===== src/source/enc_cfg_pkg.sv =====
package enc_cfg_pkg;

   // ----------------------------------------
   // channel and filter configuration
   // ----------------------------------------
   localparam int NUM_CHANNELS = 4;             // encoder channels on the board
   localparam int DEBOUNCE_LEN = 3;             // equal samples before a line flips
   localparam int DB_CNT_W     = $clog2(DEBOUNCE_LEN + 1);

   // ----------------------------------------
   // datapath widths
   // ----------------------------------------
   localparam int COUNT_W  = 24;                // position counter, wraps
   localparam int PERIOD_W = 16;                // sysclk cycles between steps

   typedef logic [COUNT_W-1:0]  count_t;        // position count
   typedef logic [PERIOD_W-1:0] period_t;       // step period in sysclk cycles
   typedef logic [DB_CNT_W-1:0] db_cnt_t;       // debounce stability counter

   // channel index, sized from the channel count
   typedef logic [$clog2(NUM_CHANNELS)-1:0] chan_t;

   // all ones means stopped or unknown
   localparam period_t PERIOD_MAX = '1;

endpackage


===== src/source/enc_regmap_pkg.sv =====
package enc_regmap_pkg;
   import enc_cfg_pkg::*;

   typedef logic [7:0]  wb_addr_t;              // word address, chan in 7..4
   typedef logic [31:0] reg_data_t;             // bus data word
   typedef logic [3:0]  reg_off_t;              // register offset field

   // address field positions
   localparam int ADR_FIELD_W  = 4;
   localparam int ADR_OFF_LSB  = 0;             // offset in bits 3..0
   localparam int ADR_CHAN_LSB = 4;             // channel in bits 7..4

   // per-channel register offsets
   localparam reg_off_t OFF_PRELOAD = 4'd0;     // r/w, low 24 bits
   localparam reg_off_t OFF_COUNT   = 4'd1;     // ro
   localparam reg_off_t OFF_PERIOD  = 4'd2;     // ro
   localparam reg_off_t OFF_STATUS  = 4'd3;     // err sticky + last dir

   localparam int STAT_ERR_BIT = 0;             // write 1 to clear
   localparam int STAT_DIR_BIT = 1;             // ro, 1 = counting up

   localparam count_t ENC_MIDRANGE = 24'h800000; // preload and counter reset
endpackage


===== src/source/enc_step_if.sv =====
`timescale 1ns/1ps

// step bundle from one decoder to its counter and period timer
interface enc_step_if;
   logic step;        // one pulse per legal quadrature edge
   logic dir;         // 1 = up, A leads B
   logic dir_change;  // step direction differs from previous step
   logic err;         // both lines moved at once

   modport driver (output step, output dir, output dir_change, output err);

   // position counter side
   modport count (input step, input dir, input err);

   // period timer only needs the step and reversals
   modport period (input step, input dir_change);

endinterface


===== src/source/enc_decode.sv =====
`timescale 1ns/1ps

module enc_decode import enc_cfg_pkg::*; (
   input  logic       sysclk,
   input  logic       rst_n,
   input  logic       enc_a,   // raw line, asynchronous to sysclk
   input  logic       enc_b,
   enc_step_if.driver st
);

   // bit 1 is A, bit 0 is B throughout
   logic [1:0] sync1;           // first sync stage
   logic [1:0] sync2;           // second sync stage
   logic [1:0] filt;            // debounced pair
   logic [1:0] prev;            // filtered pair one cycle back
   logic [1:0] delta;           // lines that moved
   logic       step_dir;        // direction of the current transition
   db_cnt_t    db_cnt [2];

   // ----------------------------------------
   // synchronizer and debounce
   // ----------------------------------------
   always_ff @(posedge sysclk or negedge rst_n) begin
      if (!rst_n) begin
         sync1  <= '0;
         sync2  <= '0;
         filt   <= '0;
         db_cnt <= '{default: '0};
      end else begin
         sync1 <= {enc_a, enc_b};
         sync2 <= sync1;
         for (int k = 0; k < 2; k++) begin
            if (sync2[k] == filt[k]) begin
               db_cnt[k] <= '0;                 // glitch gone, start over
            end else if (db_cnt[k] == db_cnt_t'(DEBOUNCE_LEN - 1)) begin
               filt[k]   <= sync2[k];           // stable long enough
               db_cnt[k] <= '0;
            end else begin
               db_cnt[k] <= db_cnt[k] + 1'b1;
            end
         end
      end
   end

   // ----------------------------------------
   // quadrature decode
   // ----------------------------------------
   assign delta    = filt ^ prev;
   assign step_dir = prev[0] ^ filt[1];        // old B vs new A gives direction

   always_ff @(posedge sysclk or negedge rst_n) begin
      if (!rst_n) begin
         prev          <= '0;
         st.step       <= 1'b0;
         st.dir        <= 1'b0;
         st.dir_change <= 1'b0;
         st.err        <= 1'b0;
      end else begin
         prev          <= filt;
         st.step       <= (delta == 2'b01) || (delta == 2'b10);  // gray step
         st.err        <= (delta == 2'b11);                      // skipped a state
         st.dir_change <= 1'b0;
         if ((delta == 2'b01) || (delta == 2'b10)) begin
            st.dir        <= step_dir;
            st.dir_change <= (step_dir != st.dir);  // reversal
         end
      end
   end

   a_step_err_excl: assert property (@(posedge sysclk) disable iff (!rst_n)
      !(st.step && st.err))
      else $error("step and err high together");

endmodule


===== src/source/enc_quad_count.sv =====
`timescale 1ns/1ps

module enc_quad_count import enc_cfg_pkg::*, enc_regmap_pkg::*; (
   input  logic      sysclk,
   input  logic      rst_n,
   enc_step_if.count st,
   input  logic      load,       // one-cycle pulse from the register block
   input  count_t    preload,
   output count_t    count,
   output logic      err_pulse   // err, delayed to line up with count
);

   // ----------------------------------------
   // position counter
   // ----------------------------------------
   always_ff @(posedge sysclk or negedge rst_n) begin
      if (!rst_n) begin
         count <= ENC_MIDRANGE;              // start mid range so both ways work
      end else if (load) begin
         count <= preload;                   // load beats a step in the same cycle
      end else if (st.step) begin
         if (st.dir) begin
            count <= count + 1'b1;           // wraps at 2^24
         end else begin
            count <= count - 1'b1;
         end
      end
   end

   // illegal transitions leave the count alone
   always_ff @(posedge sysclk or negedge rst_n) begin
      if (!rst_n) begin
         err_pulse <= 1'b0;
      end else begin
         err_pulse <= st.err;
      end
   end

   // count moves only one cycle after a step or a load
   a_count_cause: assert property (@(posedge sysclk) disable iff (!rst_n)
      (!$past(st.step) && !$past(load)) |-> $stable(count))
      else $error("count changed without step or load");

endmodule


===== src/source/enc_period.sv =====
`timescale 1ns/1ps

module enc_period import enc_cfg_pkg::*; (
   input  logic       sysclk,
   input  logic       rst_n,
   enc_step_if.period st,
   output period_t    period    // cycles between the last two steps
);

   period_t cyc_cnt;   // cycles since last step, sticks at max

   // ----------------------------------------
   // free-running step interval counter
   // ----------------------------------------
   always_ff @(posedge sysclk or negedge rst_n) begin
      if (!rst_n) begin
         cyc_cnt <= PERIOD_MAX;             // no step seen yet
      end else if (st.step) begin
         cyc_cnt <= period_t'(1);           // the step cycle counts as one
      end else if (cyc_cnt != PERIOD_MAX) begin
         cyc_cnt <= cyc_cnt + 1'b1;
      end
   end

   // ----------------------------------------
   // period capture
   // ----------------------------------------
   // a reversal gives no usable interval,
   // so the period reads as unknown until the next step
   always_ff @(posedge sysclk or negedge rst_n) begin
      if (!rst_n) begin
         period <= PERIOD_MAX;
      end else if (st.step) begin
         if (st.dir_change) begin
            period <= PERIOD_MAX;           // direction flipped
         end else begin
            period <= cyc_cnt;              // latch, may already be saturated
         end
      end
   end

endmodule


===== src/source/enc_reg_ctrl.sv =====
`timescale 1ns/1ps

module enc_reg_ctrl import enc_cfg_pkg::*, enc_regmap_pkg::*; (
   input  logic                    sysclk,
   input  logic                    rst_n,
   // wishbone classic slave
   input  logic                    wb_cyc,
   input  logic                    wb_stb,
   input  logic                    wb_we,
   input  wb_addr_t                wb_adr,
   input  reg_data_t               wb_wdata,
   output reg_data_t               wb_rdata,
   output logic                    wb_ack,
   // per-channel results
   input  count_t                  counts  [NUM_CHANNELS],
   input  period_t                 periods [NUM_CHANNELS],
   input  logic [NUM_CHANNELS-1:0] err_pulse,
   input  logic [NUM_CHANNELS-1:0] dir,
   // preload to the counters
   output logic [NUM_CHANNELS-1:0] load,
   output count_t                  preload [NUM_CHANNELS]
);

   logic                    acc;       // first cycle of a bus access
   logic                    wr;
   logic [ADR_FIELD_W-1:0]  adr_chan;  // full field, may be out of range
   reg_off_t                adr_off;
   logic                    chan_ok;
   chan_t                   chan;
   logic [NUM_CHANNELS-1:0] sel;       // write hits this channel
   logic [NUM_CHANNELS-1:0] err_flag;  // sticky
   reg_data_t               rd_mux;

   // ----------------------------------------
   // address decode
   // ----------------------------------------
   assign acc      = wb_cyc && wb_stb && !wb_ack;   // ack low, so one ack per access
   assign wr       = acc && wb_we;
   assign adr_chan = wb_adr[ADR_CHAN_LSB +: ADR_FIELD_W];
   assign adr_off  = wb_adr[ADR_OFF_LSB +: ADR_FIELD_W];
   assign chan_ok  = (adr_chan < NUM_CHANNELS);
   assign chan     = chan_t'(adr_chan);

   always_comb begin
      for (int i = 0; i < NUM_CHANNELS; i++) begin
         sel[i] = wr && chan_ok && (chan == chan_t'(i));
      end
   end

   // ----------------------------------------
   // control registers
   // ----------------------------------------
   always_ff @(posedge sysclk or negedge rst_n) begin
      if (!rst_n) begin
         wb_ack   <= 1'b0;
         load     <= '0;
         err_flag <= '0;
         preload  <= '{default: ENC_MIDRANGE};
      end else begin
         wb_ack <= acc;                              // fixed single wait state
         for (int i = 0; i < NUM_CHANNELS; i++) begin
            load[i] <= sel[i] && (adr_off == OFF_PRELOAD);  // counter loads next edge
            if (sel[i] && (adr_off == OFF_PRELOAD)) begin
               preload[i] <= wb_wdata[COUNT_W-1:0];
            end
            // a new error wins over a clear in the same cycle
            if (err_pulse[i]) begin
               err_flag[i] <= 1'b1;
            end else if (sel[i] && (adr_off == OFF_STATUS) && wb_wdata[STAT_ERR_BIT]) begin
               err_flag[i] <= 1'b0;
            end
         end
      end
   end

   // read mux, zero extended
   always_comb begin
      rd_mux = '0;
      if (chan_ok) begin
         case (adr_off)
            OFF_PRELOAD: rd_mux = reg_data_t'(preload[chan]);
            OFF_COUNT:   rd_mux = reg_data_t'(counts[chan]);
            OFF_PERIOD:  rd_mux = reg_data_t'(periods[chan]);
            OFF_STATUS: begin
               rd_mux[STAT_ERR_BIT] = err_flag[chan];
               rd_mux[STAT_DIR_BIT] = dir[chan];
            end
            default:     rd_mux = '0;       // unused offsets read zero
         endcase
      end
   end

   always_ff @(posedge sysclk) begin
      if (acc) begin
         wb_rdata <= rd_mux;                 // valid together with ack
      end
   end

   a_ack_after_stb: assert property (@(posedge sysclk) disable iff (!rst_n)
      wb_ack |-> $past(wb_cyc && wb_stb))
      else $error("ack without a preceding strobe");

endmodule


===== src/source/enc_ctrl_top.sv =====
`timescale 1ns/1ps

module enc_ctrl_top import enc_cfg_pkg::*, enc_regmap_pkg::*; (
   input  logic                    sysclk,
   input  logic                    rst_n,
   input  logic [NUM_CHANNELS-1:0] enc_a,   // raw quadrature lines
   input  logic [NUM_CHANNELS-1:0] enc_b,
   // wishbone classic slave
   input  logic                    wb_cyc,
   input  logic                    wb_stb,
   input  logic                    wb_we,
   input  wb_addr_t                wb_adr,
   input  reg_data_t               wb_wdata,
   output reg_data_t               wb_rdata,
   output logic                    wb_ack
);

   // ----------------------------------------
   // per-channel result buses
   // ----------------------------------------
   count_t                  counts  [NUM_CHANNELS];
   period_t                 periods [NUM_CHANNELS];
   count_t                  preload [NUM_CHANNELS];
   logic [NUM_CHANNELS-1:0] load;
   logic [NUM_CHANNELS-1:0] err_pulse;
   logic [NUM_CHANNELS-1:0] dir;

   for (genvar i = 0; i < NUM_CHANNELS; i++) begin : g_chan
      enc_step_if u_st ();

      enc_decode u_enc_decode (
         .sysclk (sysclk),
         .rst_n  (rst_n),
         .enc_a  (enc_a[i]),
         .enc_b  (enc_b[i]),
         .st     (u_st)
      );

      enc_quad_count u_enc_quad_count (
         .sysclk    (sysclk),
         .rst_n     (rst_n),
         .st        (u_st),
         .load      (load[i]),
         .preload   (preload[i]),
         .count     (counts[i]),
         .err_pulse (err_pulse[i])
      );

      enc_period u_enc_period (
         .sysclk (sysclk),
         .rst_n  (rst_n),
         .st     (u_st),
         .period (periods[i])
      );

      assign dir[i] = u_st.dir;   // last direction for status
   end

   enc_reg_ctrl u_enc_reg_ctrl (
      .sysclk    (sysclk),
      .rst_n     (rst_n),
      .wb_cyc    (wb_cyc),
      .wb_stb    (wb_stb),
      .wb_we     (wb_we),
      .wb_adr    (wb_adr),
      .wb_wdata  (wb_wdata),
      .wb_rdata  (wb_rdata),
      .wb_ack    (wb_ack),
      .counts    (counts),
      .periods   (periods),
      .err_pulse (err_pulse),
      .dir       (dir),
      .load      (load),
      .preload   (preload)
   );

endmodule


===== config.mk =====
export PLATFORM = sky130hd
export DESIGN_NAME = enc_ctrl_top
export DESIGN_NICKNAME = d
export VERILOG_FILES = /design/src/source/enc_cfg_pkg.sv /design/src/source/enc_regmap_pkg.sv /design/src/source/enc_step_if.sv /design/src/source/enc_decode.sv /design/src/source/enc_quad_count.sv /design/src/source/enc_period.sv /design/src/source/enc_reg_ctrl.sv /design/src/source/enc_ctrl_top.sv
export SDC_FILE = /design/constraint.sdc
export NUM_CORES = 1
export LEC_CHECK = 0
export BUFFER_PORTS_ARGS = -buffer_cell sky130_fd_sc_hd__buf_2
export CAP_MARGIN = 0
export CORE_MARGIN = 2
export CORE_UTILIZATION = 65
export DETAILED_ROUTE_END_ITERATION = 6
export PLACE_DENSITY = 0.8
export SYNTH_ARGS = -nofsm -noshare
export SYNTH_HDL_FRONTEND = slang
export SYNTH_SLANG_ARGS = --single-unit

===== constraint.sdc =====
create_clock -name sysclk -period 8.25 [get_ports sysclk]
set_clock_uncertainty 0.2 [all_clocks]
set_input_delay 0.4125 -clock sysclk [delete_from_list [all_inputs] [get_ports sysclk]]
set_output_delay 0.4125 -clock sysclk [all_outputs]
set_load 0.1 [all_outputs]

Word level (Yosys, flattened, before mapping)
Cells that the tools add are included.
{"block": "classes", "n_addsub": 20, "bitwise_logic": 17, "muxes": 67, "n_reduce_logical": 47, "order_cmp": 3, "n_eq_ne": 42}
{"operator": "2-to-1 mux 24 bit", "count": 16}
{"operator": "2-to-1 mux 16 bit", "count": 14}
{"operator": "adder 24 x 1 -> 24 bit (second input constant)", "count": 4}
{"operator": "binary-select mux 24 bit (select 2 bit)", "count": 2}
{"operator": "subtractor 24 x 1 -> 24 bit (second input constant)", "count": 4}
{"operator": "case mux 22 bit (3 select lines)", "count": 1}
{"operator": "adder 16 x 1 -> 16 bit (second input constant)", "count": 4}
{"operator": "inequality test 16 bit (second input constant)", "count": 4}
{"operator": "equality test 2 bit (second input constant)", "count": 18}
{"operator": "binary-select mux 16 bit (select 2 bit)", "count": 1}
{"operator": "2-to-1 mux 2 bit", "count": 16}
{"operator": "nonzero test 2 bit", "count": 12}
{"operator": "logical AND 1 bit", "count": 20}
{"operator": "adder 2 x 1 -> 2 bit (second input constant)", "count": 8}
{"operator": "AND reduction 2 bit", "count": 8}
{"operator": "2-to-1 mux 1 bit", "count": 14}
{"operator": "equality test 2 x 1 -> 1 bit (second input constant)", "count": 5}
{"operator": "equality test 1 bit", "count": 8}
{"operator": "equality test 4 x 2 -> 1 bit (second input constant)", "count": 2}
{"operator": "NOT 1 bit", "count": 8}
{"operator": "case mux 2 bit (4 select lines)", "count": 1}
{"operator": "XOR 2 bit", "count": 4}
{"operator": "binary-select mux 1 bit (select 2 bit)", "count": 2}
{"operator": "equality test 4 x 1 -> 1 bit (second input constant)", "count": 1}
{"operator": "10 further kinds", "count": 19}
{"block": "totals", "register_bits": 429, "elab_cells": 267, "out_inout_bits": 33, "in_bits": 53}

Logic depth before layout (Yosys ltp)
Gate-level depths: netlist (run 1).
{"block": "depth", "depth_word": 9, "ltp_mapped": 11, "ltp_nobuf": 10}

Hierarchy
Synthesis (run 1) repeated with hierarchy kept, for this count alone.
{"block": "unflattened", "hier_cells": 2323, "area_unflattened_um2": 24507.3}
{"mod": "enc_quad_count at g_chan[0].u_enc_quad_count ...", "seq_area_each_um2": 626.9, "cells_per_inst": 279, "instances": 3, "area_per_inst_um2": 2346.0}
{"mod": "enc_reg_ctrl", "seq_area_each_um2": 3353.2, "cells_per_inst": 435, "instances": 1, "area_per_inst_um2": 6749.0}
{"mod": "enc_period", "seq_area_each_um2": 840.8, "cells_per_inst": 159, "instances": 4, "area_per_inst_um2": 1541.5}
{"mod": "enc_quad_count at g_chan[3].u_enc_quad_count", "seq_area_each_um2": 626.9, "cells_per_inst": 275, "instances": 1, "area_per_inst_um2": 2332.2}
{"mod": "enc_decode", "seq_area_each_um2": 400.4, "cells_per_inst": 35, "instances": 4, "area_per_inst_um2": 555.5}

Least setup slack after synthesis (run 1)
No wires, ideal clock.
{"block": "synth_path", "path_kind": "reg2reg", "from": "reg u_enc_reg_ctrl.wb_ack", "to": "reg u_enc_reg_ctrl.preload[84] (netlist name)", "arrival_time_ps": 3453, "setup_time_ps": 125, "path_stages_with_launch": 6, "t_required_ps": 7925, "slack_ps": 4473, "n_path_buf": 1, "period_less_slack_ps": 3777, "path_cell_list": "dfrtp_1 -> nor2_1 -> nand4_1 -> nor3_2 -> buf_2 -> mux2_2"}
{"block": "synth_via", "elab_chain_cells": 6}
{"item": "start, declared", "line": "enc_reg_ctrl.sv:13", "source": "output logic wb_ack,"}
{"item": "start signal, assigned", "line": "enc_reg_ctrl.sv:55", "source": "wb_ack <= 1'b0;"}
{"item": "start signal, assigned", "line": "enc_reg_ctrl.sv:60", "source": "wb_ack <= acc;"}
{"item": "zero test 1 bit", "line": "enc_reg_ctrl.sv:37", "source": "assign acc = wb_cyc && wb_stb && !wb_ack;"}
{"item": "logical AND 1 bit", "line": "enc_reg_ctrl.sv:37"}
{"item": "via u_enc_reg_ctrl.acc", "line": "enc_reg_ctrl.sv:24", "source": "logic acc;"}
{"item": "logical AND 1 bit", "line": "enc_reg_ctrl.sv:38", "source": "assign wr = acc && wb_we;"}
{"item": "logical AND 1 bit (2 in series)", "line": "enc_reg_ctrl.sv:46", "source": "sel[i] = wr && chan_ok && (chan == chan_t'(i));"}
{"item": "logical AND 1 bit", "line": "enc_reg_ctrl.sv:63", "source": "if (sel[i] && (adr_off == OFF_PRELOAD)) begin"}
{"item": "end signal, assigned by index", "line": "enc_reg_ctrl.sv:64", "source": "preload[i] <= wb_wdata[COUNT_W-1:0];"}
{"item": "end, declared", "line": "enc_reg_ctrl.sv:21", "source": "output count_t preload [NUM_CHANNELS]"}
The timed path passes the listed nets, and every way through them passes these cells.
A chain may end at the register's enable or synchronous reset.

Worst setup path in the final report (run 1)
{"block": "layout_path", "from": "reg g_chan[2].u_enc_decode.st.dir", "to": "reg g_chan[2].u_enc_quad_count.count[23]"}
{"block": "layout_via", "elab_chain_cells": 3}
{"item": "start, declared", "line": "enc_step_if.sv:10", "source": "modport driver (output step, output dir, output dir_change, output err);"}
{"item": "start signal, assigned", "line": "enc_decode.sv:64", "source": "st.dir <= step_dir;"}
{"item": "2-to-1 mux 24 bit", "line": "enc_quad_count.sv:22", "source": "if (st.dir) begin"}
{"item": "2-to-1 mux 24 bit", "line": "enc_quad_count.sv:21", "source": "end else if (st.step) begin"}
{"item": "2-to-1 mux 24 bit", "line": "enc_quad_count.sv:19", "source": "end else if (load) begin"}
{"item": "end signal, assigned", "line": "enc_quad_count.sv:20", "source": "count <= preload;"}
{"item": "end signal, assigned", "line": "enc_quad_count.sv:23", "source": "count <= count + 1'b1;"}
{"item": "end signal, assigned", "line": "enc_quad_count.sv:25", "source": "count <= count - 1'b1;"}
{"item": "end, declared", "line": "enc_quad_count.sv:9", "source": "output count_t count,"}
No other way between the ends. The select of a mux whose other input is x is not followed.

==> impl.org, run 1 <==
** Logic synthesis
- After synthesis, the most frequently instantiated cells are 261 x dfrtp_1, 238 x nor2_1, 163 x a21oi_1.
- The most common cell in the synthesized netlist is dfrtp_1.
- After synthesis, the cell types taking the most area are dfrtp_1 28%, dfstp_2 15%, mux4_2 6.4%.
- In the synthesized netlist the dominant register cell turns out to be dfrtp_1.
- Number of register bits inferred by synthesis :: 421
- Dividing the synthesized area by the synthesized cell count gives 10.5 µm².
- Counting flops with an async set or reset pin after synthesis yields a share of 94.3%.
- The cell area that synthesis handed to floorplanning was 23600 µm².
- Number of enable-type register cells in the synthesized netlist :: 24
- Counting every instance in the synthesized netlist gives approximately 2300.
- Top cell type's share of synthesized area :: 27.6%
- Yosys mapped the design onto 80 distinct sky130hd cell types.
- Summed over all instances, the cell type with the most area after synthesis is dfrtp_1.
- Number of warnings printed during yosys synthesis :: 0
- Share of the yosys chip area belonging to registers :: 45.8%

** Die
- Die width :: 195 µm
- Die area :: 37900 µm²
- Initial Utilization :: 66.3%
- The total area inside the core boundary comes to 35700 µm².
- I/O pins :: between 80 and 90
- Core Rows :: 69
- The die is 195 µm tall.

** Run
- Count of max-cap constraint violations :: 0

** Critical path
- Crit Path Category :: reg -> reg
- Startpoint of the worst-slack reg-to-reg timing path :: g_chan[2].u_enc_decode.st.dir
- Required time at the worst-slack endpoint :: approximately 8.6 ns
- Cell type of the slowest stage on the worst timing path :: inv_1
- Walking the worst path, the cells encountered are inv_1, ha_1, a211oi_1, o21ai_0, a31oi_2, o2111ai_2, a31oi_1, mux2i_1, nor4b_1, or3b_1.
- Startpoint Class :: register
- Critical path startpoint :: g_chan[2].u_enc_decode.st.dir
- STA classifies the critical path endpoint as a register.
- STA puts the critical path data arrival time at 4.25 ns.
- Along the worst path, the maximum fanout reaches 26.
- Critical Path Max Stage Delay :: about 0.7 ns

** Place
- The congestion estimate from routability-driven global placement came to 0.979.
- Once detailed placement completed, the half-perimeter wirelength came to 43800 µm.
- Port Buf Inserts :: 69

** Clocking
- TritonCTS clock tree :: built
- TritonCTS Sinks :: 421
- Clock network latency to the later pin of the worst-skew pair :: 0.58 ns
- Clock-pin slew of the registers on the worst-case setup and hold paths :: around 0.06 ns
- Post-CTS Setup Repair Bufs :: 0
- Resized cells post-CTS :: 0
- The clock tree synthesis step divided the H-tree into 2 levels.
- CTS Root Buffer Type :: clkbuf_16
- Buffers inserted to repair hold after CTS numbered 33.
- The longest clock path from root to sink contains 3 buffers.
- Buffers inserted during clock tree synthesis total 45.

** Final layout
- Fraction of final layout cells sized beyond drive strength 1 :: 20.9%
- The net count of the finished layout is 2465.
- The area growth from synthesis to layout is 10.9%.
- The filler cells instantiated in the layout total 2395.

** Global route
- Entering global routing, the biggest net connects 167 pins.
- Antenna violations before repair :: 5
- The number of global-route vias before repair is ~18000.
- Wire length of the first global-routing pass :: 99000 µm
- After global routing the overflow that remains totals 0.
- Total Routing Usage GR :: between 30% and 40%

** Power and ir drop
- Leak pwr :: 11.3 nW
- Areal power density over the cells :: between 400 and 500 nW/µm²
- Total Power Consumption :: 11.5 mW
- The worst-case IR drop observed on VDD is 0.307 mV.

** Timing
- The worst path in the final design needs a cycle of around 3.9 ns, including I/O delays and setup.
- Setup violations remaining at the end of the flow were counted as 0.
- Derived from the worst setup path, the maximum achievable clock frequency is roughly 250 MHz.
- The number of failing hold endpoints at the final stage came to 0.
- Transition time at the pin with the least slew margin :: ~1.1 ns
- Portion of the clock cycle consumed by the worst path in the final layout :: 47.8%
- Worst slew margin :: 28.6%
- The final-report max-slew violation count came to 0.
- Setup Total Neg Slack :: 0 ns
- Setup repair after global routing left no endpoint under its margin.

** Worst hold path
- The tightest min-delay check is of the in -> reg type.
- Hold path startpoint :: wb_we

** Routing
- For this block, the via count after detailed routing is 18400.
- For this run, the detailed router's first-pass iteration total came to 5.
- Number of violations reported at the end of detailed-routing iteration 0 :: 1836
- Final wirelength :: 63300 µm
- Using the TritonRoute via totals, the vias-per-cell ratio works out to 6.55.
- Mean routed wirelength per cell :: 22.5 µm
- Remaining number of nets flagged by the antenna check after routing :: 0
- Detailed-route DRC error count :: 0

** Run status
- Status :: finished, final reports clean
-- cells in the final DEF, fill, tap and decap left out, drive strengths merged, types with 8 or more instances in the layout --
cell         count
conb             8
or4             10
buf             92
dfrtp          261
o21ai          141
mux2            97
o211ai          12
a21oi          163
xor2            53
a21o            45
mux2i           66
dfstp          136
nand3           53
nor2           238
clkinv          10
nand4           23
a211oi          16
clkbuf          64
mux4            68
and2            27
nor2b           28
o21a            11
dlygate4sd3     33
and3            24
ha              96
xnor2           68
nand2b          20
nand2          157
o22ai           15
edfxtp          24
nor3            47
nor3b           32
inv             55
o21bai          21
a31oi           28
or3             17
-- routing by layer --
layer	track usage [%]	routed length, µm	vias up
met5	0	21	-
met4	11.7	2080	2
met3	7.91	6080	140
met2	50.6	28000	821
met1	48.5	27100	9163
li1	-	-	8286
-- worst max-delay path: cells and delay by family, from the launching register on --
kind,cells,cell delay (ns)
muxes,1,0.27
buffers and inverters,1,0.71
adders and majority gates,1,0.39
DFF,1,0.44
AOI/OAI and AO/OA,5,1.35
and+or+nand+nor,2,0.49
-- area by class of cell --
type                    count  area [µm²]  area share [%]
repair buffers            125         873            3.33
clock inverters            20         250           0.955
well taps                 461         577            2.20
diodes                      2        5.00          0.0191
flip-flops and latches    421       10800            41.3
multi-input cells        1668       12200            46.4
inverters                  51         191           0.730
clock buffers              64        1310            4.99
-- kinds of logic after synthesis --
| group | share of synthesized area (%) |
|---|---|
| compound gates | 13.0 |
| xor+xnor | 4.48 |
| fa+ha+maj | 5.42 |
| buf+inv | 2.91 |
| flops | 45.8 |
| mux | 13.9 |
| other cells | 0.0159 |
| simple gates | 14.4 |
-- metrics by stage --
step	hold slack (ns)	setup slack, ns	std cells	cell area, µm²	utilization (%)
6_report	0.132	4.31	2812	26200	73.5
5_1_grt	0.154	4.03	2812	26200	73.5
4_1_cts	0.109	4.35	2810	26200	73.5
3_5_place_dp	0.135	4.36	2693	24300	68.2
3_3_place_gp	0.131	4.47	2693	24300	68.2
2_1_floorplan	-0.0831	4.47	2257	23700	-
-- flip-flops by register name, summed over array words and instances, names as in the netlist, 8 cells and up --
| register | count |
|---|---|
| g_chan.u_enc_period.cyc_cnt | 64 |
| g_chan.u_enc_decode.filt | 8 |
| g_chan.u_enc_quad_count.count | 96 |
| u_enc_reg_ctrl.wb_rdata | 24 |
| g_chan.u_enc_decode.db_cnt | 16 |
| u_enc_reg_ctrl.preload | 96 |
| g_chan.u_enc_decode.sync2 | 8 |
| g_chan.u_enc_decode.sync1 | 8 |
| g_chan.u_enc_decode.prev | 8 |
| g_chan.u_enc_period.period | 64 |
-- final timing paths --
kind                                                              to  slack [ns]  cells after the start
max in group asynchronous             g_chan[1].u_enc_decode.st.step        6.20                      3
min in group asynchronous                 u_enc_reg_ctrl.preload[45]        0.19                      2
worst min register to register       g_chan[1].u_enc_decode.sync2[1]        0.15                      0
worst max-delay path            g_chan[2].u_enc_quad_count.count[23]        4.31                     10
worst max register to register  g_chan[2].u_enc_quad_count.count[23]        4.31                     10
worst min-delay path                      u_enc_reg_ctrl.err_flag[0]        0.13                      4
-- power breakdown --
part,switching [mW],leakage (nW),internal [mW]
combinational,3.36,5.57,2.51
sequential,0.676,4.92,2.85
clock,0.845,0.766,1.27
total,4.88,11.3,6.63
Power figures use the tool's default switching activity.
==> run 2: changes to the inputs <==
--- a/config.mk
+++ b/config.mk
@@ -8,9 +8,9 @@
 export BUFFER_PORTS_ARGS = -buffer_cell sky130_fd_sc_hd__buf_2
 export CAP_MARGIN = 0
 export CORE_MARGIN = 2
-export CORE_UTILIZATION = 65
+export CORE_UTILIZATION = 57
 export DETAILED_ROUTE_END_ITERATION = 6
-export PLACE_DENSITY = 0.8
+export PLACE_DENSITY = 0.74
 export SYNTH_ARGS = -nofsm -noshare
 export SYNTH_HDL_FRONTEND = slang
 export SYNTH_SLANG_ARGS = --single-unit
==> constraint.sdc (replaced) <==
create_clock -name sysclk -period 3.4 [get_ports sysclk]
set_clock_uncertainty 0.2 [all_clocks]
set_input_delay 0.17 -clock sysclk [delete_from_list [all_inputs] [get_ports sysclk]]
set_output_delay 0.17 -clock sysclk [all_outputs]
set_load 0.1 [all_outputs]
==> run 2 against run 1 <==
The run now ends with negative hold slack left. Global-route usage shrank 4.8 points. Via count shrank 0.84%. Critical endpoint is now g_chan[3].u_enc_quad_count.count[22]. Combinational power grew 150%. Sequential power grew 150%. Critical path type unchanged. Design area grew 2.3%.
==> impl.org, run 2 (same netlist as run 1, synthesis figures left out) <==
** Global route
- Wire length of the first global-routing pass :: 98500 µm (-0.54%)
- The total routing usage reported by global routing came to 28.9% (-4.8 points).
- The remaining global-route overflow is 0 (unchanged).
- Maximum number of pins on one net before global-route repair :: 90 (-46%)
- The number of global-route vias before repair is 17600 (-0.18%).
- The initial antenna violation count came to 3 (-2).

** Power and ir drop
- The switching part of the total was 42.2% (-0.15 points).
- Leak pwr :: 11.5 nW (+1.9%)
- Part of the power in registers :: 31.0% (+0.3 points)
- The maximum VDD drop came to 0.494 mV (+61%).
- Comb power frac :: 51.6% (+0.6 points)
- The internal power summed over all cells came to 16.3 mW (+150%).
- Total Power Consumption :: 28.2 mW (+140%)
- Areal power density over the cells :: 1050 nW/µm² (+140%)
- The relative contribution of the clock network to total power came to 17.4% (-1.0 points).
- The power dissipated by switching net loads came to 11.9 mW (+140%).

** Run status
- Failing checks :: negative hold slack
- The run finished, with violations left.

** Final layout
- Top library cells by usage in the layout, fill and taps aside :: 255 x dfrtp_1, 234 x nor2_1, 160 x a21oi_1, 157 x nand2_1, 139 x o21ai_0
- The layout net count is 2520 (+2.2%).
- The fraction of final layout cells with drive strength greater than 1 is 22.8% (+1.9 points).
- The non-filler instance count after layout was 2939 (+4.5%).
- Leading cell type in the layout, fill and taps excluded :: dfrtp_1
- In the final layout, the registers with the most flip-flops are g_chan.u_enc_quad_count.count: 96 flops, u_enc_reg_ctrl.preload: 96 flops.
- FF+latch area :: 10800 µm² (about the same)
- The multi-input logic area is 12300 µm² (+0.75%).
- Summed area of non-filler cells in the final layout :: 26800 µm² (+2.3%)
- Count of fill cells added during filler insertion :: 3137 (+31%)
- From synthesis to final layout, the design area changed by 13.4%.

** Routing
- The total routed wirelength came to 62400 µm (-1.5%).
- Vias per cell :: 6.21 (-5.1%)
- The post-detailed-route count of antenna-violating nets was 0 (unchanged).
- The first-iteration detailed-routing DRC count was 1659 (-9.6%).
- Total number of vias :: 18300 (-0.84%)
- The post-route DRC violation count is 0 (unchanged).
- The iteration count of the initial detailed-routing pass was 5 (unchanged).
- Mean routed wirelength per cell :: 21.2 µm (-5.7%)

** Die
- Initial Utilization :: 57.8% (-8.5 points)
- The area inside the core boundary was 40900 µm² (+15%).
- Die width :: 208 µm (+6.6%)
- The number of primary I/O pins is 86 (unchanged).
- The row count was 74 (+7.2%).
- The y dimension of the die came to 208 µm (+6.6%).
- Die area :: 43100 µm² (+14%)

** Timing
- Top achievable clock speed :: 301 MHz (+19%)
- The number of setup violations in the final report is 0 (unchanged).
- The worst slew margin relative to its limit is 37.2% (+8.6 points).
- The hold slack is -0.0473 ns (-0.180 ns).
- Min cycle time layout :: 3.32 ns (-0.624 ns)
- Portion of the clock cycle consumed by the worst path in the final layout :: 97.6% (+50 points)
- The slew of the pin with the lowest slew margin was 0.942 ns (-0.129 ns).
- Unrepaired setup endpoints after global routing :: yes
- Count of pins over their slew limit :: 0 (unchanged)
- Setup Total Neg Slack :: 0 ns (unchanged)
- Final Hold Violating Endpoints :: 2 (+2)

** Clocking
- TritonCTS Buffers :: 45 (unchanged)
- TritonCTS built the clock tree.
- CTS Root Buffer Type :: clkbuf_16
- The number of buffers on the longest clock path came to 3 (unchanged).
- Number of H-tree levels :: 2 (unchanged)
- The clock latency of the later-clocked register in the worst-skew pair is 0.59 ns (about the same).
- TritonCTS Sinks :: 421 (unchanged)
- The CTS clock-pin slew for the worst setup and hold paths came to 0.06 ns (about the same).

** Worst hold path
- Worst hold-check path type :: in -> async

** Critical path
- Worst reg-to-reg path cell count :: 11 (+1)
- The longest individual stage delay on the worst path came to 0.51 ns (-0.20 ns).
- Worst-path fanout max :: 9 (-65%)
- Crit Path Category :: reg -> reg
- Critical path startpoint :: g_chan[3].u_enc_decode.st.dir
- Startpoint of the worst-slack reg-to-reg timing path :: g_chan[3].u_enc_decode.st.dir
- The data arrival time of the critical path was 3.62 ns (-0.63 ns).
- Required time at the worst-slack endpoint :: 3.71 ns (-4.85 ns)
- The worst setup path is launched from a register.
- Critical path, cell by cell :: inv_1, ha_1, a21o_1, a21oi_1, o21bai_1, a221oi_2, buf_4, o211a_1, nor3_1, or4_1, nand3_1
- STA classifies the critical path endpoint as a register.
- On the critical path, the stage with the largest delay is an instance of or4_1.

** Place
- Dpl cell area :: 24700 µm² (+1.6%)
- Half-perimeter wire length after placement :: 44900 µm (+2.4%)
- Placer congestion estimate :: 0.954 (-2.5%)
- The cell count after placement was 2796 (+3.8%).
- Port Buf Inserts :: 69 (unchanged)

** Run
- Count of max-cap constraint violations :: 0 (unchanged)
==> run 2: cell count changes in the layout (fill, tap and decap cells not counted), sizes merged <==
cell and change:
buf +42, dlygate4sd3 +11, clkinvlp +7, inv -4, bufinv -3, clkinv +2, diode +1
==> run 2: power groups by stage <==
stage          Combinational (mW)  Clock, mW  Sequential, mW
6_report                     14.5       4.89            8.74
5_1_grt                      16.1       5.17            8.91
4_1_cts                      14.1       4.98            8.65
3_5_place_dp                 13.9          0            8.71
3_3_place_gp                 13.4          0            8.62
2_1_floorplan                11.0          0            7.79
==> run 2: area by class of cell <==
cell class	count	share of cell area (%)
clock inverters	20	0.677
clock buffers	64	4.81
diodes	3	0.0280
well taps	532	2.48
inverters	51	0.742
repair buffers	178	5.09
flip-flops and latches	421	40.4
repair inverters	2	0.0467
multi-input cells	1668	45.7
==> run 2: repair_timing <==
item,in CTS,in global routing
endpoints found under the setup margin,1,18
pin swaps,1,5
gates resized for setup,2,24
endpoints found under the hold margin,293,0
cloned,0,2
buffers inserted,0,10
hold buffers,44,0
==> run 2: path summary, 6_finish.rpt <==
check / slack, ns / end
worst min-delay path: -0.05 / u_enc_reg_ctrl.load[3]
worst min register to register: 0.15 / g_chan[3].u_enc_decode.sync2[1]
min in group sysclk: 0.04 / g_chan[2].u_enc_decode.sync1[1]
max in group asynchronous: 2.05 / u_enc_reg_ctrl.preload[71]
worst max register to register: 0.08 / g_chan[3].u_enc_quad_count.count[22]
worst max-delay path: 0.08 / g_chan[3].u_enc_quad_count.count[22]
==> run 2: stage by stage <==
| stage | setup slack (ns) | utilization (%) |
|---|---|---|
| floorplan | 0.0963 | - |
| global placement | 0.0611 | 60.4 |
| detailed placement | -0.0116 | 60.4 |
| CTS | 0.00342 | 65.1 |
| global route | -0.0590 | 65.5 |
| finish | 0.0827 | 65.5 |
==> run 2: critical path, delay by kind of cell, from the launching register on <==
| family | cells | cell delay, ns |
|---|---|---|
| AO/OA/AOI/OAI | 5 | 1.15 |
| buffers and inverters | 2 | 0.46 |
| flip-flops | 1 | 0.38 |
| AND/OR/NAND/NOR | 3 | 0.71 |
| adder cells (fa/ha/maj) | 1 | 0.35 |
==> run 2: metal layers <==
layer / wire (µm) / share of wire (%) / global-route usage [%]
met1: 27400 / 44 / 42.7
met2: 27300 / 44 / 42.7
met3: 5700 / 9.1 / 6.52
met4: 1990 / 3.2 / 8.95
met5: 0 / 0 / 0
==> run 3: changes to the inputs <==
--- a/config.mk
+++ b/config.mk
@@ -8,9 +8,9 @@
 export BUFFER_PORTS_ARGS = -buffer_cell sky130_fd_sc_hd__buf_2
 export CAP_MARGIN = 0
 export CORE_MARGIN = 2
-export CORE_UTILIZATION = 57
+export CORE_UTILIZATION = 63
 export DETAILED_ROUTE_END_ITERATION = 6
-export PLACE_DENSITY = 0.74
+export PLACE_DENSITY = 0.78
 export SYNTH_ARGS = -nofsm -noshare
 export SYNTH_HDL_FRONTEND = slang
 export SYNTH_SLANG_ARGS = --single-unit
==> constraint.sdc (replaced) <==
create_clock -name sysclk -period 3.75 [get_ports sysclk]
set_clock_uncertainty 0.2 [all_clocks]
set_input_delay 0.1875 -clock sysclk [delete_from_list [all_inputs] [get_ports sysclk]]
set_output_delay 0.1875 -clock sysclk [all_outputs]
set_load 0.1 [all_outputs]
==> run 3 against run 2 <==
The flow now finishes without violations. Global-route usage rose by 3.6 points. Setup slack improved by 0.17 ns. Clock power is 2% lower. Routed wire length shrank 1.2%. Via count decreased by 0.78%.
==> impl.org, run 3 (same netlist as run 1, synthesis figures left out) <==
** Clocking
- The number of buffers added by the clock tree synthesis step came to 45 (unchanged).
- The root buffer cell chosen for the clock tree is clkbuf_16.
- Resized cells post-CTS :: 0 (-2)
- The post-CTS repair timing setup buffer count came to 0 (unchanged).
- The H-tree depth is 2 (unchanged).
- The clock latency of the later-clocked register in the worst-skew pair was 0.60 ns (about the same).
- Buffer depth of the longest clock path :: 3 (unchanged)
- Clock-pin slew of the registers on the worst-case setup and hold paths :: 0.07 ns (about the same)
- TritonCTS clock tree :: built
- Hold buffer count at cts :: 38 (-14%)
- TritonCTS Sinks :: 421 (unchanged)

** Timing
- Min cycle time layout :: 3.49 ns (+0.178 ns)
- The hold slack came to 0.0202 ns (+0.0675 ns).
- Count of pins over their slew limit :: 0 (unchanged)
- Setup Total Neg Slack :: 0 ns (unchanged)
- Final Hold Violating Endpoints :: 0 (-2)
- The peak clock frequency supported by timing was 286 MHz (-5.1%).
- The number of setup violations in the final report is 0 (unchanged).
- The post-route clock period utilization was 93.2% (-4.4 points).
- The slew of the pin with the lowest slew margin is 0.863 ns (-0.0786 ns).
- Worst slew margin :: 42.5% (+5.2 points)
- Unrepaired setup endpoints after global routing :: no
- The smallest setup slack after layout is 0.255 ns (+0.172 ns).

** Critical path
- The required time at the worst-slack endpoint was 4.08 ns (+0.37 ns).
- Data arrival at the endpoint of the critical path :: 3.82 ns (+0.20 ns)
- STA classifies the critical path endpoint as a register.
- Critical path startpoint :: g_chan[3].u_enc_decode.st.dir
- Crit Path Category :: reg -> reg
- Startpoint Class :: register
- Startpoint of the worst-slack reg-to-reg timing path :: g_chan[3].u_enc_decode.st.dir
- Worst-path fanout max :: 9 (unchanged)

** Final layout
- Count of fill cells added during filler insertion :: 2562 (-18%)
- The non-filler instance count after layout came to 2843 (-3.3%).
- Fraction of final layout cells sized beyond drive strength 1 :: 21.8% (-1.0 points)
- Largest registers :: g_chan.u_enc_quad_count.count: 96 flops, u_enc_reg_ctrl.preload: 96 flops
- The core utilization of the finished layout was 72.0% (+6.5 points).
- Post-layout nets :: 2492 (-1.1%)
- Leaving out fill and tap cells, the most frequent cells in the layout are 256 x dfrtp_1, 234 x nor2_1, 163 x a21oi_1, 157 x nand2_1, 141 x o21ai_0.
- Leading cell type in the layout, fill and taps excluded :: dfrtp_1
- The count of antenna diodes in the layout came to 0 (-3).
- Area added between synthesis and finish :: 12.0%
- The area of all placed cells without fillers was 26500 µm² (-1.2%).

** Routing
- Detailed-route DRC error count :: 0 (unchanged)
- Met2 WL :: 27000 µm (-1.0%)
- Mean routed wirelength per cell :: 21.7 µm (+2.1%)
- Top layer reached by signal wires :: met4
- The total routed wire length on the met1 layer is 26700 µm (-2.5%).
- Final wirelength :: 61600 µm (-1.2%)
- The routed via count divided by cell count was 6.37 (+2.6%).
- The post-detailed-route count of antenna-violating nets is 0 (unchanged).
- Total number of vias :: 18100 (-0.78%)
- The first-iteration detailed-routing DRC count is 1681 (+1.3%).
- The iteration count of the initial detailed-routing pass came to 5 (unchanged).
- The total met3 wirelength after detailed routing came to 6150 µm (+8.0%).

** Run
- Count of max-cap constraint violations :: 0 (unchanged)

** Die
- Die area :: 39100 µm² (-9.3%)
- Placeable core area :: 36800 µm² (-10%)
- The row count was 70 (-5.4%).
- The starting density of the core is 64.3% (+6.5 points).
- Die width :: 198 µm (-4.8%)
- The y dimension of the die was 198 µm (-4.8%).
- I/O pins :: 86 (unchanged)

** Global route
- Remaining global-route overflow :: 0 (unchanged)
- The pin count of the biggest net entering global routing came to 103 (+14%).
- The total routing usage reported by global routing was 32.5% (+3.6 points).
- Vias in the first global route :: 17700 (+0.20%)
- Antenna violations before repair :: 0 (-3)
- The global-route wire length before repair is 97400 µm (-1.1%).

** Power and ir drop
- Areal power density over the cells :: 961 nW/µm² (-8.5%)
- Leak pwr :: 11.4 nW (-0.61%)
- Total Power Consumption :: 25.5 mW (-9.6%)
- IR drop worst, VDD :: 0.655 mV (+33%)

** Place
- Half-perimeter wire length after placement :: 44300 µm (-1.2%)
- Placer congestion estimate :: 0.929 (-2.6%)
- Number of cells in the design after placement :: 2722 (-2.6%)
- Dpl cell area :: 24500 µm² (-0.83%)
- The count of input and output buffers is 69 (unchanged).
- Setup slack at placement :: 0.282 ns (+0.293 ns)

** Worst hold path
- In this run the most critical hold path is launched from wb_adr[7].
- The path class of the tightest hold or removal check is in -> reg.

** Run status
- The flow ran to the end, and the final reports show no timing, DRC or antenna violations.
==> run 3: cell types whose count changed in the layout (fill, tap and decap cells not counted), moves of 4 or more <==
cell / before / now
clkinv_2: 4 / 10
buf_4: 59 / 44
clkinvlp_4: 7 / 2
buf_12: 6 / 2
bufinv_16: 2 / 6
clkinv_1: 7 / 0
dlygate4sd3_1: 44 / 38
==> run 3: routing by layer <==
layer	vias to the layer above	track usage, %
met5	-	0
met1	8979	47.1
met4	0	10.2
li1	8343	-
met3	97	8.55
met2	697	48.3
==> run 3: where the power goes <==
part | internal (mW) | switching (mW)
Sequential | 6.28 | 1.74
Clock | 2.85 | 1.92
Combinational | 5.62 | 7.06
==> run 3: worst paths after layout <==
check                                                            end  depth (start not counted)  slack (ns)
worst max-delay path            g_chan[3].u_enc_quad_count.count[23]                         11        0.26
worst min-delay path                      u_enc_reg_ctrl.wb_rdata[6]                          4        0.02
worst max register to register  g_chan[3].u_enc_quad_count.count[23]                         11        0.26
worst min register to register  g_chan[3].u_enc_quad_count.err_pulse                          0        0.15
max in group asynchronous          g_chan[1].u_enc_period.period[10]                          3        2.24
min in group asynchronous       g_chan[2].u_enc_quad_count.count[21]                          2        0.05
==> run 3: layout make-up <==
type | instances | area (µm²) | share of cell area, %
Multi-Input combinational cell | 1668 | 12200 | 46.0
Sequential cell | 421 | 10800 | 40.9
Clock buffer | 62 | 1290 | 4.87
Timing Repair Buffer | 152 | 1100 | 4.16
Tap cell | 468 | 586 | 2.21
Clock inverter | 21 | 314 | 1.19
Inverter | 51 | 191 | 0.723
==> run 3: worst max-delay path, cell delays in order (launching register included) <==
cell	delay (ns)
dfrtp_1	0.46
inv_1	0.24
ha_1	0.44
nand3_1	0.11
o211ai_1	0.37
a32oi_1	0.25
a2111oi_0	0.50
buf_4	0.21
o21ai_0	0.08
a32o_1	0.30
a21oi_1	0.14
nand3b_1	0.13
